[src/hw/cmd_mux_params.svh]
`ifndef CMD_MUX_PARAMS_SVH
`define CMD_MUX_PARAMS_SVH

// command address width on both bus and sequencer side
`define CMD_ADDR_BITS 14

// control window, burst address is masked then compared to base
`define CMD_CTRL_ADDR 'h0000
`define CMD_CTRL_MASK 'h3800 // only the top three address bits select the window

// five address bits starting here select the command length
`define CMD_LEN_LOW_BIT 6

// bus-side buffer, power of two
`define CMD_FIFO_DEPTH 4

`endif
[src/hw/cmd_mux_pkg.sv]
`include "cmd_mux_params.svh"

package cmd_mux_pkg;

    // command address, same width on every source
    typedef logic [`CMD_ADDR_BITS-1:0] addr_t;

    // command payload
    typedef logic [31:0] data_t;

    // encoded command length from the address decode
    // 2..6 is a cycle count, bit 3 marks a single-cycle command
    typedef logic [3:0] cmd_len_t;

    // buffer entry, address in the upper bits and data below
    typedef logic [$bits(addr_t)+$bits(data_t)-1:0] fifo_word_t;

endpackage

[src/hw/cmd_mux.sv]
`timescale 1ns/1ps

module cmd_mux (
    input  logic               rst,          // clock
    input  logic               mclk,         // async reset, active high
    // bus write port
    input  logic               start_wburst, // burst announce
    input  cmd_mux_pkg::addr_t pre_waddr,    // burst address, valid with start_wburst
    input  cmd_mux_pkg::addr_t waddr,        // write address
    input  cmd_mux_pkg::data_t wdata,        // write data
    input  logic               wr_en,        // write strobe
    output logic               busy,         // no new burst while high
    // frame sequencer port
    input  cmd_mux_pkg::addr_t cseq_waddr,
    input  cmd_mux_pkg::data_t cseq_wdata,
    input  logic               cseq_wr_en,
    output logic               cseq_ackn,    // combinational accept
    // slave command bus
    output cmd_mux_pkg::addr_t par_waddr,
    output cmd_mux_pkg::data_t par_data,
    output logic [7:0]         byte_ad,
    output logic               ad_stb
);

    logic                    push;
    cmd_mux_pkg::fifo_word_t push_word;
    logic                    pop;
    cmd_mux_pkg::fifo_word_t pop_word;
    logic                    nempty;
    logic                    half_empty;

    cmd_window u_window (
        .rst          (rst),
        .mclk         (mclk),
        .start_wburst (start_wburst),
        .pre_waddr    (pre_waddr),
        .waddr        (waddr),
        .wdata        (wdata),
        .wr_en        (wr_en),
        .half_empty   (half_empty), // fill flag back from the buffer
        .busy         (busy),
        .push         (push),
        .push_word    (push_word)
    );

    cmd_buffer u_buffer (
        .rst        (rst),
        .mclk       (mclk),
        .push       (push),
        .push_word  (push_word),
        .pop        (pop),
        .pop_word   (pop_word),
        .nempty     (nempty),
        .half_empty (half_empty)
    );

    cmd_serializer u_serializer (
        .rst        (rst),
        .mclk       (mclk),
        .nempty     (nempty),
        .pop_word   (pop_word),
        .pop        (pop),        // same-cycle consume of the head
        .cseq_waddr (cseq_waddr),
        .cseq_wdata (cseq_wdata),
        .cseq_wr_en (cseq_wr_en),
        .cseq_ackn  (cseq_ackn),
        .par_waddr  (par_waddr),
        .par_data   (par_data),
        .byte_ad    (byte_ad),
        .ad_stb     (ad_stb)
    );

endmodule

[src/hw/cmd_serializer.sv]
`timescale 1ns/1ps
`include "cmd_mux_params.svh"

module cmd_serializer (
    input  logic                    rst,        // clock
    input  logic                    mclk,       // async reset, active high
    input  logic                    nempty,     // buffer has a word
    input  cmd_mux_pkg::fifo_word_t pop_word,   // buffer head
    output logic                    pop,        // buffer head used this cycle
    input  cmd_mux_pkg::addr_t      cseq_waddr, // sequencer address, with cseq_wr_en
    input  cmd_mux_pkg::data_t      cseq_wdata, // sequencer data, with cseq_wr_en
    input  logic                    cseq_wr_en, // sequencer offers a command
    output logic                    cseq_ackn,  // sequencer command taken
    output cmd_mux_pkg::addr_t      par_waddr,  // parallel address, valid with ad_stb
    output cmd_mux_pkg::data_t      par_data,   // parallel data, valid with ad_stb
    output logic [7:0]              byte_ad,    // AL, AH, D0..D3 then zero
    output logic                    ad_stb      // command strobe
);

    localparam int PAD_BITS = 16 - $bits(cmd_mux_pkg::addr_t); // address padded to two bytes

    cmd_mux_pkg::addr_t   fifo_addr;
    cmd_mux_pkg::data_t   fifo_data;
    cmd_mux_pkg::addr_t   cseq_waddr_r;   // held sequencer command
    cmd_mux_pkg::data_t   cseq_wdata_r;
    logic                 cmdseq_full_r;  // held command waiting
    logic [47:0]          par_ad;         // output register, shifts a byte per cycle
    logic                 ad_stb_r;
    cmd_mux_pkg::cmd_len_t seq_length;    // decoded length of the command on the outputs
    logic [4:0]           seq_length_idx;
    logic [4:0]           seq_busy_r;     // pacing shift register
    logic                 ss;             // single-cycle command
    logic                 can_start_w;
    logic                 start_w;

    assign {fifo_addr, fifo_data} = pop_word;

    // length lookup, only meaningful in the strobe cycle
    assign seq_length_idx = par_ad[`CMD_LEN_LOW_BIT +: 5];

    always_comb begin
        case (seq_length_idx)
            5'd0:                       seq_length = 4'd2;
            5'd1:                       seq_length = 4'd4;
            5'd2, 5'd3:                 seq_length = 4'd3;
            5'd4, 5'd5:                 seq_length = 4'd6;
            5'd6, 5'd7:                 seq_length = 4'd4;
            5'd8, 5'd9, 5'd10:          seq_length = 4'd6;
            5'd11, 5'd12:               seq_length = 4'd6;
            5'd13:                      seq_length = 4'd5;
            5'd14:                      seq_length = 4'd6;
            5'd15:                      seq_length = 4'd9; // single-cycle
            default:                    seq_length = 4'd6; // upper half of the table
        endcase
    end

    assign ss = seq_length[3];

    // one bit per remaining busy cycle, loaded on the strobe
    always_ff @(posedge rst or posedge mclk) begin
        if (mclk) begin
            seq_busy_r <= '0;
        end else if (ad_stb_r) begin
            case (seq_length)
                4'd2:    seq_busy_r <= 5'h01;
                4'd3:    seq_busy_r <= 5'h03;
                4'd4:    seq_busy_r <= 5'h07;
                4'd5:    seq_busy_r <= 5'h0f;
                4'd6:    seq_busy_r <= 5'h1f;
                default: seq_busy_r <= 5'h00; // next strobe may follow at once
            endcase
        end else begin
            seq_busy_r <= {1'b0, seq_busy_r[4:1]};
        end
    end

    // in the strobe cycle only a single-cycle command lets the next one start
    // otherwise wait until one busy bit is left, the strobe register adds the last cycle
    assign can_start_w = ad_stb_r ? ss : !seq_busy_r[1];

    assign start_w = can_start_w && (cmdseq_full_r || nempty);
    assign pop     = can_start_w && !cmdseq_full_r && nempty; // held command wins

    always_ff @(posedge rst or posedge mclk) begin
        if (mclk) begin
            ad_stb_r <= 1'b0;
        end else begin
            ad_stb_r <= start_w;
        end
    end

    always_ff @(posedge rst or posedge mclk) begin
        if (mclk) begin
            par_ad <= '0;
        end else if (start_w) begin
            if (cmdseq_full_r) begin
                par_ad <= {cseq_wdata_r, {PAD_BITS{1'b0}}, cseq_waddr_r};
            end else begin
                par_ad <= {fifo_data, {PAD_BITS{1'b0}}, fifo_addr};
            end
        end else begin
            par_ad <= {8'h00, par_ad[47:8]}; // next byte down, zero fill
        end
    end

    // free slot, or the held command leaves in this cycle
    assign cseq_ackn = cseq_wr_en && (!cmdseq_full_r || can_start_w);

    always_ff @(posedge rst or posedge mclk) begin
        if (mclk) begin
            cmdseq_full_r <= 1'b0;
        end else begin
            cmdseq_full_r <= cseq_ackn || (cmdseq_full_r && !can_start_w);
        end
    end

    always_ff @(posedge rst) begin
        if (cseq_ackn) begin
            cseq_waddr_r <= cseq_waddr;
            cseq_wdata_r <= cseq_wdata;
        end
    end

    assign par_waddr = par_ad[$bits(cmd_mux_pkg::addr_t)-1:0];
    assign par_data  = par_ad[47:16];
    assign byte_ad   = par_ad[7:0];
    assign ad_stb    = ad_stb_r;

endmodule

[src/hw/cmd_buffer.sv]
`timescale 1ns/1ps
`include "cmd_mux_params.svh"

module cmd_buffer (
    input  logic                    rst,        // clock
    input  logic                    mclk,       // async reset, active high
    input  logic                    push,       // write push_word
    input  cmd_mux_pkg::fifo_word_t push_word,  // entry in
    input  logic                    pop,        // consume pop_word this cycle
    output cmd_mux_pkg::fifo_word_t pop_word,   // head entry, shown before pop
    output logic                    nempty,     // at least one entry
    output logic                    half_empty  // fewer than half the entries used
);

    localparam int PTR_W = $clog2(`CMD_FIFO_DEPTH);
    localparam int CNT_W = $clog2(`CMD_FIFO_DEPTH + 1);

    cmd_mux_pkg::fifo_word_t mem [`CMD_FIFO_DEPTH]; // storage, no reset

    logic [PTR_W-1:0] wr_ptr;
    logic [PTR_W-1:0] rd_ptr;
    logic [CNT_W-1:0] count; // entries in use
    logic             full;
    logic             do_push;
    logic             do_pop;

    function automatic logic [PTR_W-1:0] next_ptr(input logic [PTR_W-1:0] ptr);
        if (ptr == PTR_W'(`CMD_FIFO_DEPTH - 1)) begin
            return '0; // wrap
        end
        return ptr + 1'b1;
    endfunction

    assign full    = count == CNT_W'(`CMD_FIFO_DEPTH);
    assign do_pop  = pop && nempty;
    assign do_push = push && (!full || do_pop); // a full buffer still takes a word on pop

    always_ff @(posedge rst) begin
        if (do_push) begin
            mem[wr_ptr] <= push_word;
        end
    end

    always_ff @(posedge rst or posedge mclk) begin
        if (mclk) begin
            wr_ptr <= '0;
            rd_ptr <= '0;
        end else begin
            if (do_push) begin
                wr_ptr <= next_ptr(wr_ptr);
            end
            if (do_pop) begin
                rd_ptr <= next_ptr(rd_ptr);
            end
        end
    end

    always_ff @(posedge rst or posedge mclk) begin
        if (mclk) begin
            count <= '0;
        end else begin
            case ({do_push, do_pop})
                2'b10:   count <= count + 1'b1;
                2'b01:   count <= count - 1'b1;
                default: count <= count; // both or neither
            endcase
        end
    end

    assign pop_word   = mem[rd_ptr]; // fall-through head
    assign nempty     = count != '0;
    assign half_empty = count < CNT_W'(`CMD_FIFO_DEPTH / 2);

endmodule

[src/hw/cmd_window.sv]
`timescale 1ns/1ps
`include "cmd_mux_params.svh"

module cmd_window (
    input  logic                rst,          // clock
    input  logic                mclk,         // async reset, active high
    input  logic                start_wburst, // burst announce, valid with pre_waddr
    input  cmd_mux_pkg::addr_t  pre_waddr,    // burst address, ahead of the writes
    input  cmd_mux_pkg::addr_t  waddr,        // write address, with wr_en
    input  cmd_mux_pkg::data_t  wdata,        // write data, with wr_en
    input  logic                wr_en,        // write strobe
    input  logic                half_empty,   // buffer fill below half
    output logic                busy,         // back-pressure to the bus
    output logic                push,         // buffer write
    output cmd_mux_pkg::fifo_word_t push_word // buffer entry
);

    logic selected;   // current burst targets the control window
    logic selected_w; // window decode of the announced burst
    logic busy_r;     // buffer past half full, registered

    // masked compare against the window base
    assign selected_w = ((pre_waddr ^ cmd_mux_pkg::addr_t'(`CMD_CTRL_ADDR))
                        & cmd_mux_pkg::addr_t'(`CMD_CTRL_MASK)) == '0;

    always_ff @(posedge rst or posedge mclk) begin
        if (mclk) begin
            selected <= 1'b0;
        end else if (start_wburst) begin
            selected <= selected_w; // held for the whole burst
        end
    end

    always_ff @(posedge rst or posedge mclk) begin
        if (mclk) begin
            busy_r <= 1'b0;
        end else begin
            busy_r <= !half_empty;
        end
    end

    // a new burst uses its own decode, otherwise the held one
    // so busy follows start_wburst without a cycle of delay
    assign busy = busy_r && (start_wburst ? selected_w : selected);

    assign push      = wr_en && selected; // writes outside the window are dropped
    assign push_word = {waddr, wdata};

endmodule

[config.mk]
export PLATFORM = sky130hd
export DESIGN_NAME = cmd_mux
export DESIGN_NICKNAME = d
export VERILOG_FILES = /design/src/hw/cmd_mux_pkg.sv /design/src/hw/cmd_mux.sv /design/src/hw/cmd_serializer.sv /design/src/hw/cmd_buffer.sv /design/src/hw/cmd_window.sv
export VERILOG_INCLUDE_DIRS = /design/src /design/src/hw
export SDC_FILE = /design/constraint.sdc
export NUM_CORES = 1
export LEC_CHECK = 0
export BUFFER_PORTS_ARGS = -buffer_cell sky130_fd_sc_hd__buf_2
export CAP_MARGIN = 40
export CORE_ASPECT_RATIO = 0.8
export CORE_UTILIZATION = 62
export DETAILED_ROUTE_END_ITERATION = 8
export GPL_TIMING_DRIVEN = 0
export HOLD_SLACK_MARGIN = 0.02
export PLACE_DENSITY = 0.85
export SYNTH_ARGS = -nofsm -noshare
export SYNTH_HDL_FRONTEND = slang
export SYNTH_HIERARCHICAL = 1
export SYNTH_SLANG_ARGS = --single-unit
[constraint.sdc]
create_clock -name rst -period 12.9 [get_ports rst]
set_input_delay 0 -clock rst [delete_from_list [all_inputs] [get_ports rst]]
set_output_delay 0 -clock rst [all_outputs]
set_load 0.03 [all_outputs]
# Word-level counts from Yosys, hierarchy flattened
# Memory sizes are Yosys's and may differ from the RTL's.
# Index checks and enable logic that the tools add are counted.
[word_totals] ff_bits=110 ram_bits=184 mem_bits_ro=64 in_bits=111 output_inout_bits=57 wordCells=67 mem_count=2
[classes] n_addsub=4 order_cmp=1 eq_ne=10 mux=18 n_reduce_logical=21
[memory_table] memory="u_buffer.mem" depth=4 word_bits=46 read_ports=1 rd_clocked_by_memory_dff=0 write_ports=1 line_no="cmd_buffer.sv:18" text="cmd_mux_pkg::fifo_word_t mem [`CMD_FIFO_DEPTH];"
[memory_table] memory="(name not given)" depth=16 word_bits=4 read_ports=1 rd_clocked_by_memory_dff=0 write_ports=0 line_no="cmd_serializer.sv:42" text="case (seq_length_idx)"
[ops] cell="48-bit two-way mux" count=2
[ops] cell="5-bit one-hot mux with 5 select lines" count=1
[ops] cell="14-bit logical NOT" count=1
[ops] cell="4-bit by 3-bit == test with 1-bit output, second input constant" count=3
[ops] cell="1-bit logical AND" count=9
[ops] cell="4-bit by 2-bit == test with 1-bit output, second input constant" count=2
[ops] cell="1-bit two-way mux" count=8
[ops] cell="2-bit two-way mux" count=4
[ops] cell="2-bit == test, second input constant" count=3
[ops] cell="3-bit one-hot mux with 2 select lines" count=1
[ops] cell="1-bit logical NOT" count=5
[ops] cell="5-bit two-way mux" count=1
[ops] cell="2-bit by 1-bit adder with 2-bit output, second input constant" count=2
[ops] cell="1-bit logical OR" count=4
[ops] cell="4-bit two-way mux" count=1
[ops] cell="3-bit by 1-bit adder with 3-bit output, second input constant" count=1
[ops] cell="3-bit == test, second input constant" count=1
[ops] cell="3-bit by 2-bit less-than comparator with 1-bit output, second input constant" count=1
[ops] cell="3-bit nonzero test" count=1
[ops] cell="3-bit by 1-bit subtractor with 3-bit output, second input constant" count=1
[ops] cell="2-bit by 1-bit == test with 1-bit output, second input constant" count=1
[ops] cell="2-bit nonzero test" count=1

# Longest topological paths before layout
# Gate-level depths: netlist of the first run.
# An unclocked memory read counts as a cell.
[depth] word_depth=10 mapped_depth=11 mapped_depth_nobuf=9

# Hierarchy
# Netlist of the first run, hierarchy kept.
[modules_own_cells] mod="cmd_buffer" n_inst=1 cells_each=297 area_each_um2=7156.9 seq_area_each_um2=5700.5
[modules_own_cells] mod="cmd_serializer" n_inst=1 cells_each=284 area_each_um2=4340.4 seq_area_each_um2=2732.6
[modules_own_cells] mod="cmd_window" n_inst=1 cells_each=55 area_each_um2=444.2 seq_area_each_um2=50.0

# Least setup slack after synthesis of the first run
# OpenSTA, ideal clock, no wires.
[synth_timing] path_type="reg2reg" start="register u_serializer.ad_stb_r, in the netlist u_serializer/ad_stb" end="register u_serializer.cseq_waddr_r[0], enable pin" setup_ns=0.552 arrival_ns=4.998 t_required_ns=12.348 slack_ns=7.350 stages_incl_launch_ff=4 path_buffers=0 period_less_slack_ns=5.550 cell_sequence="dfrtp_1 nand2b_1 o21a_1 a21boi_0"
[synth_via] elab_chain_len=3
[synth_lines] item="start: declaration" line_no="cmd_serializer.sv:28" text="logic ad_stb_r;"
[synth_lines] item="start signal: assignment" line_no="cmd_serializer.sv:88" text="ad_stb_r <= start_w;"
[synth_lines] item="1-bit two-way mux" line_no="cmd_serializer.sv:79" text="assign can_start_w = ad_stb_r ? ss : !seq_busy_r[1];"
[synth_lines] item="1-bit logical OR" line_no="cmd_serializer.sv:107" text="assign cseq_ackn = cseq_wr_en && (!cmdseq_full_r || can_start_w);"
[synth_lines] item="1-bit logical AND" line_no="cmd_serializer.sv:107"
[synth_lines] item="named net cseq_ackn" line_no="cmd_mux.sv:17" text="output logic cseq_ackn,"
[synth_lines] item="end signal: assignment" line_no="cmd_serializer.sv:119" text="cseq_waddr_r <= cseq_waddr;"
[synth_lines] item="end: declaration" line_no="cmd_serializer.sv:24" text="cmd_mux_pkg::addr_t cseq_waddr_r;"
# The timed path passes the listed nets, and every way through them passes these cells.
# A chain may end at the register's enable or synchronous reset.

# Worst setup path after layout of the first run
[layout_timing] start="register u_serializer.cmdseq_full_r" end="memory u_buffer/mem[2][5] in the netlist's numbering, enable pin"
[layout_via] elab_chain_len=8
[layout_lines] item="start: declaration" line_no="cmd_serializer.sv:26" text="logic cmdseq_full_r;"
[layout_lines] item="start signal: assignment" line_no="cmd_serializer.sv:113" text="cmdseq_full_r <= cseq_ackn || (cmdseq_full_r && !can_start_w);"
[layout_lines] item="1-bit logical NOT" line_no="cmd_serializer.sv:82" text="assign pop = can_start_w && !cmdseq_full_r && nempty;"
[layout_lines] item="1-bit logical AND (2 in series)" line_no="cmd_serializer.sv:82"
[layout_lines] item="named net pop" line_no="cmd_mux.sv:27" text="logic pop;"
[layout_lines] item="1-bit logical AND" line_no="cmd_buffer.sv:35" text="assign do_pop = pop && nempty;"
[layout_lines] item="1-bit logical OR" line_no="cmd_buffer.sv:36" text="assign do_push = push && (!full || do_pop);"
[layout_lines] item="1-bit logical AND" line_no="cmd_buffer.sv:36"
[layout_lines] item="1-bit two-way mux" line_no="cmd_buffer.sv:39" text="if (do_push) begin"
[layout_lines] item="1-bit two-way mux (not written as such)" line_no="cmd_buffer.sv:40" text="mem[wr_ptr] <= push_word;"
[layout_lines] item="end: declaration" line_no="cmd_buffer.sv:18"
# The timed path passes the listed nets, and every way through them passes these cells.

==> metrics.txt, run 1 <==
GR Overflow Total 0; Critical R2R Capture u_buffer/mem[2][5]; IO Pins about 170; post-synthesis simple-gate area fraction 2.043%; Slew HR approximately two fifths; Core Footprint about 0.019 mm^2; setup slack, reg-to-reg approximately 9600 ps; status completed; first-pass GRT wire length a little under 40 mm; Crit path required time around 13000 ps; synthesized flop and latch total 293; Layout Cells excl Fill 1160; post-synthesis average cell area roughly 19 um^2; dpl ws 9668 ps; initial antenna violation count 0; CP Class register to register; CTS H-tree depth 1; Vias/cell roughly 5.6; Compound-Gate Fraction of Synth Area between 1 and 1.5%; Routed wire per std cell 22.65 um; reg2reg start u_serializer/cmdseq_full_r; unrepaired setup endpoints after global routing false; xor/xnor share of the synthesized area 0.1467%; critical-path cell list clkbuf_1, buf_2, buf_2, nor3b_1, clkbuf_1, o41a_1, and2_2, buf_12; DR vias between 6k and 7k; die area approximately 0.020 mm^2; Crit. End Element register; CP max stage delay 790 ps; multi-input logic area approximately 0.0025 mm^2; die height between 100 and 150 um; async set-reset flop share out of synthesis 21.50%; Slew Limit Fails 0; CP arrival 3540 ps; CTS Sinks 293; CTS tree yes; starting density of the core 63.12%; Num CTS Buffers 28; Synth Area in Adders 0.6915%; clock slew at reported path FFs 70 ps; post-synthesis mux area share between 10% and 20%; Setup crit start kind register; layout cell share with drive strength beyond 1 45.12%; slowest CP cell and2_2; CTS Hold Bufs 97; DIE WIDTH 157.2 um; R2R depth 8; max cap viols 0; synthesized area between 0.01 and 0.015 mm^2; syn_nets 753; Min Clock Period, post-route 3310 ps; 1st-pass router iterations 5; most common cell after layout, fill and taps aside edfxtp_1; clk buf depth 3; Post-synth EDFFs 230; DRT antenna net count 0; final hold violation count 0; post-CTS setup buffers 0; Power Density 216.0 mW/mm^2; NumNets Final 997; post-synthesis sequential area ratio a little under three quarters; Yosys cell types 45; Core Util, Final 78.74%; main combinational cell family by area after synthesis multiplexers; total power 0.003218 W; Max IR drop VDD 147.0 uV; min-delay worst type input pin to asynchronous set/reset pin; vias in the first global route just over 7k; Synth Flop Type edfxtp_1; aggregate negative setup slack 0 ps; n_diodes 0; Mapped Cells 636; most frequent cells in the layout 230 x edfxtp_1, 119 x buf_2, 105 x buf_4, 97 x dlygate4sd3_1, 68 x mux2_2; Placer Congestion roughly 0.76; Site Rows 45; Final HPWL DP 16.12 mm; Worst-Skew Late Latency around 550 ps; number of fill cells 984; drt drc 0; worst setup margin 9590 ps; clock root cell clkbuf_16; Initial DRC Count 384; sequential cell area 0.008483 mm^2; CP Max Fanout 26; skew final around 23 ps; synth warn 6; Port-buffer cells 110; crit share post-route 25.66%; # placed instances 1011; Area growth syn-to-layout 24.75%; fmax 302.1 MHz; Leak 5.803 nW; Worst-Margin Slew 878.0 ps; cts repair resizes 0; GRT Util Overall 27.71%; final setup fails 0; largest net degree at the start of global routing 30; routed wire length 26.27 mm
worst max path at each step:
stage / endpoint / startpoint / slack, ps
2_1_floorplan: u_serializer/cseq_waddr_r[0] / u_serializer/ad_stb / 7350
3_3_place_gp: cseq_ackn / u_serializer/cmdseq_full_r / 5360
3_5_place_dp: u_buffer/mem[2][19] / u_serializer/cmdseq_full_r / 9670
4_1_cts: u_buffer/mem[3][6] / u_serializer/cmdseq_full_r / 9630
5_1_grt: u_buffer/mem[3][6] / u_serializer/cmdseq_full_r / 9430
6_report: u_buffer/mem[2][5] / u_serializer/cmdseq_full_r / 9590
metrics by stage:
step | hold WS, ps | cell area (um^2)
2_1_floorplan | -258.8 | 11940
4_1_cts | 123.3 | 14900
3_5_place_dp | -105.1 | 12990
6_report | 138.8 | 14900
5_1_grt | 163.7 | 14900
3_3_place_gp | -119.7 | 12810
critical path: cells and delay by family, from the launching register on:
family / cells / cell delay (ps)
DFF: 1 / 360
AOI/OAI and AO/OA: 1 / 340
buffers and inverters: 5 / 1280
and+or+nand+nor: 2 / 1010
metal layers:
metal | up-vias | GRT usage, % | share of wire (%)
met4 | 0 | 8.452 | 3.0
met1 | 3297 | 36.36 | 40
met3 | 63 | 4.955 | 6.8
met5 | - | 0 | 0
li1 | 2819 | - | -
met2 | 303 | 47.58 | 50
cells in the mapped netlist (all sizes together), types with 2 or more instances:
library cell,count,area (um^2)
a21boi,3,22.52
edfxtp,230,6907
a21oi,3,15.01
ha,5,62.56
nor2b,5,31.28
clkbuf,8,30.03
o31ai,3,22.52
and2,7,43.79
buf,116,859.6
nor2,17,63.81
o21a,3,22.52
mux2,78,885.9
inv,12,45.05
nor3b,2,15.01
dfrtp,63,1577
or2,2,12.51
nand2,3,11.26
mux2i,10,100.1
mux4,46,1036
report_power, final:
part,switching (W),total [W],internal [W]
clock,0.000354,0.000825,0.000471
sequential,0.0000971,0.00127,0.00117
combinational,0.000588,0.00112,0.000536
registers in the layout, indices dropped and copies added, names as in the netlist:
name / flops
u_buffer/count: 3
u_serializer/par_ad: 48
u_serializer/cmdseq_full_r: 1
u_window/selected: 1
u_buffer/mem: 184
u_serializer/ad_stb: 1
u_serializer/seq_busy_r: 4
u_serializer/cseq_waddr_r: 14
u_buffer/rd_ptr: 2
u_window/busy_r: 1
u_buffer/wr_ptr: 2
u_serializer/cseq_wdata_r: 32
cells by family after synthesis:
| kind of cell | after synthesis |
|---|---|
| xor gates and xnor gates | 2 |
| muxes | 134 |
| and+or+nand+nor | 44 |
| DFF | 293 |
| AOI/OAI and AO/OA | 21 |
| buffers and inverters | 136 |
| adders and majority gates | 6 |
cell type report:
type | count | area share, %
Buffer | 124 | 5.972
Clock buffer | 30 | 4.888
Clock inverter | 22 | 1.419
Inverter | 12 | 0.3024
Multi-Input combinational cell | 207 | 17.05
Sequential cell | 293 | 56.95
Tap cell | 258 | 2.167
Timing Repair Buffer | 214 | 11.25
Note: power is estimated with default switching activity, not from simulation.
==> inputs of run 2 (changes only) <==
--- a/config.mk
+++ b/config.mk
@@ -9,11 +9,11 @@
 export BUFFER_PORTS_ARGS = -buffer_cell sky130_fd_sc_hd__buf_2
 export CAP_MARGIN = 40
 export CORE_ASPECT_RATIO = 0.8
-export CORE_UTILIZATION = 62
+export CORE_UTILIZATION = 57
 export DETAILED_ROUTE_END_ITERATION = 8
 export GPL_TIMING_DRIVEN = 0
 export HOLD_SLACK_MARGIN = 0.02
-export PLACE_DENSITY = 0.85
+export PLACE_DENSITY = 0.79
 export SYNTH_ARGS = -nofsm -noshare
 export SYNTH_HDL_FRONTEND = slang
 export SYNTH_HIERARCHICAL = 1
==> constraint.sdc (replaced) <==
create_clock -name rst -period 3.2 [get_ports rst]
set_input_delay 0 -clock rst [delete_from_list [all_inputs] [get_ports rst]]
set_output_delay 0 -clock rst [all_outputs]
set_load 0.03 [all_outputs]
==> metrics.txt, run 2 (synthesized netlist as in run 1, its figures left out) <==
status completed; unrepaired setup endpoints after global routing true; clock root cell clkbuf_16; Leak 5.827 nW; Final HPWL DP 16.26 mm; Clock power frac 26.3%; Site Rows 46; Core Footprint roughly 0.020 mm^2; final hold violation count 0; NumNets Final 997; Most flops, register u_buffer/mem; GRT Util Overall 25.08%; max cap viols 0; hold slack 144.9 ps; CP Class register to register; Setup crit start kind register; CTS H-tree depth 1; n_diodes 0; switch share 31.26%; clk buf depth 3; CP Max Fanout 25; clock slew at reported path FFs 60 ps; initial antenna violation count 0; Top Registers u_buffer/mem x184, u_serializer/par_ad x48, u_serializer/cseq_wdata_r x32; slowest CP cell and2_2; most frequent cells in the layout 230 x edfxtp_1, 119 x buf_2, 105 x buf_4, 97 x dlygate4sd3_1, 68 x mux2_2; CTS Sinks 293; Placer Congestion 0.7822; CP arrival 3360 ps; number of flip-flops in the largest register 184; Port-buffer cells 110; skew final 13.59 ps; GR Overflow Total 0; CTS tree yes; routed wire length around 26 mm; Num CTS Buffers 28; post-CTS setup buffers 0; Slew HR 45.15%; Psw about 0.0041 W; min-delay worst type input pin to asynchronous set/reset pin; CP max stage delay 690 ps; Worst-Margin Slew 822.7 ps; starting density of the core 59.28%; die height 131.5 um; vias in the first global route around 7.0k; Max IR drop VDD 977.0 uV; Worst-Skew Late Latency 540 ps; Crit path required time 3430 ps; DRT antenna net count 0; most used cell, CP buf_2; layout cell share with drive strength beyond 1 between 40% and 50%; die area approximately 0.022 mm^2; DIE WIDTH 163.8 um; Min Clock Period, post-route 3134 ps; Initial DRC Count 364; 1st-pass router iterations 4; critical-path cell list clkbuf_1, buf_2, buf_2, nor3b_1, clkbuf_2, o41a_1, and2_2, buf_12; Crit. End Element register; IO Pins approximately 170; Seq pwr share between 30 and 40%; final setup fails 0; aggregate negative setup slack 0 ps; fmax 319.1 MHz; WP buf/inv 5; drt drc 0; DR vias 6394; crit share post-route between 90 and 100%; Slew Limit Fails 0; Power Density 871.8 mW/mm^2; first-pass GRT wire length between 30 and 40 mm; Routed wire per std cell 22.40 um; largest net degree at the start of global routing 29; Comb pwr share 34.5%; most common cell after layout, fill and taps aside edfxtp_1; Area growth syn-to-layout 25.09%; P_int 0.008952 W; Vias/cell 5.484; cell family with most CP delay buffers and inverters
run 2: per-layer routing:
layer	up-vias	wire, um	track usage, %	share of wire, %
met2	264	13060	42.73	50
met4	0	692	7.613	2.6
met3	44	1620	4.009	6.2
li1	2811	-	-	-
met5	-	0	0	0
met1	3275	10750	33.28	41
run 2: what timing repair did:
item	in CTS	in global routing
endpoints found under the setup margin	96	96
resized for setup	1	5
hold buffers	97	0
endpoints found under the hold margin	280	0
pin swaps	0	1
run 2: final timing paths:
path | from | endpoint | slack, ps | depth (start not counted)
min in group rst | wr_en | u_buffer/count[0] | 170 | 5
max in group asynchronous | mclk | u_buffer/count[1] | 2380 | 4
worst max-delay path | u_serializer/cmdseq_full_r | u_buffer/mem[0][1] | 70 | 8
worst min-delay path | mclk | u_serializer/par_ad[36] | 140 | 3
worst min register to register | u_serializer/par_ad[44] | u_serializer/par_ad[36] | 490 | 1
worst max register to register | u_serializer/cmdseq_full_r | u_buffer/mem[0][1] | 70 | 8
run 2: area by class of cell:
type / count / area, um^2
plain buffers: 124 / 890.9
clock buffers: 37 / 797.0
clock inverters: 15 / 170.2
fillers: 1164 / 5206
inverters: 12 / 45.04
multi-input cells: 207 / 2542
flip-flops and latches: 293 / 8486
well taps: 264 / 330.3
repair buffers: 214 / 1677
run 2: worst register-to-register path, delay by kind of cell, from the launching register on:
family | cells | cell delay, ps
buffers and inverters | 5 | 1200
and+or+nand+nor | 2 | 940
DFF | 1 | 360
AOI/OAI and AO/OA | 1 | 310
run 2: stage by stage:
step | setup slack (ps) | power [W] | instance area, um^2 | util (%) | instances
CTS | -72.97 | 0.01307 | 14930 | 74.13 | 1166
global placement | -687.7 | 0.009356 | 12830 | 63.70 | 1010
finish | 66.23 | 0.01302 | 14940 | 74.16 | 1166
detailed placement | -65.79 | 0.009538 | 12990 | 64.50 | 1017
global route | -103.7 | 0.01354 | 14940 | 74.16 | 1166
floorplan | 271.5 | 0.008326 | 11950 | - | 636
run 2: power by group through the flow:
| stage | registers (W) | clock network (W) | logic, W |
|---|---|---|---|
| finish | 0.00511 | 0.00343 | 0.00449 |
| global route | 0.00515 | 0.00361 | 0.00478 |
| CTS | 0.00509 | 0.00347 | 0.00451 |
| detailed placement | 0.00516 | 0 | 0.00438 |
| global placement | 0.00514 | 0 | 0.00422 |
| floorplan | 0.00501 | 0 | 0.00332 |
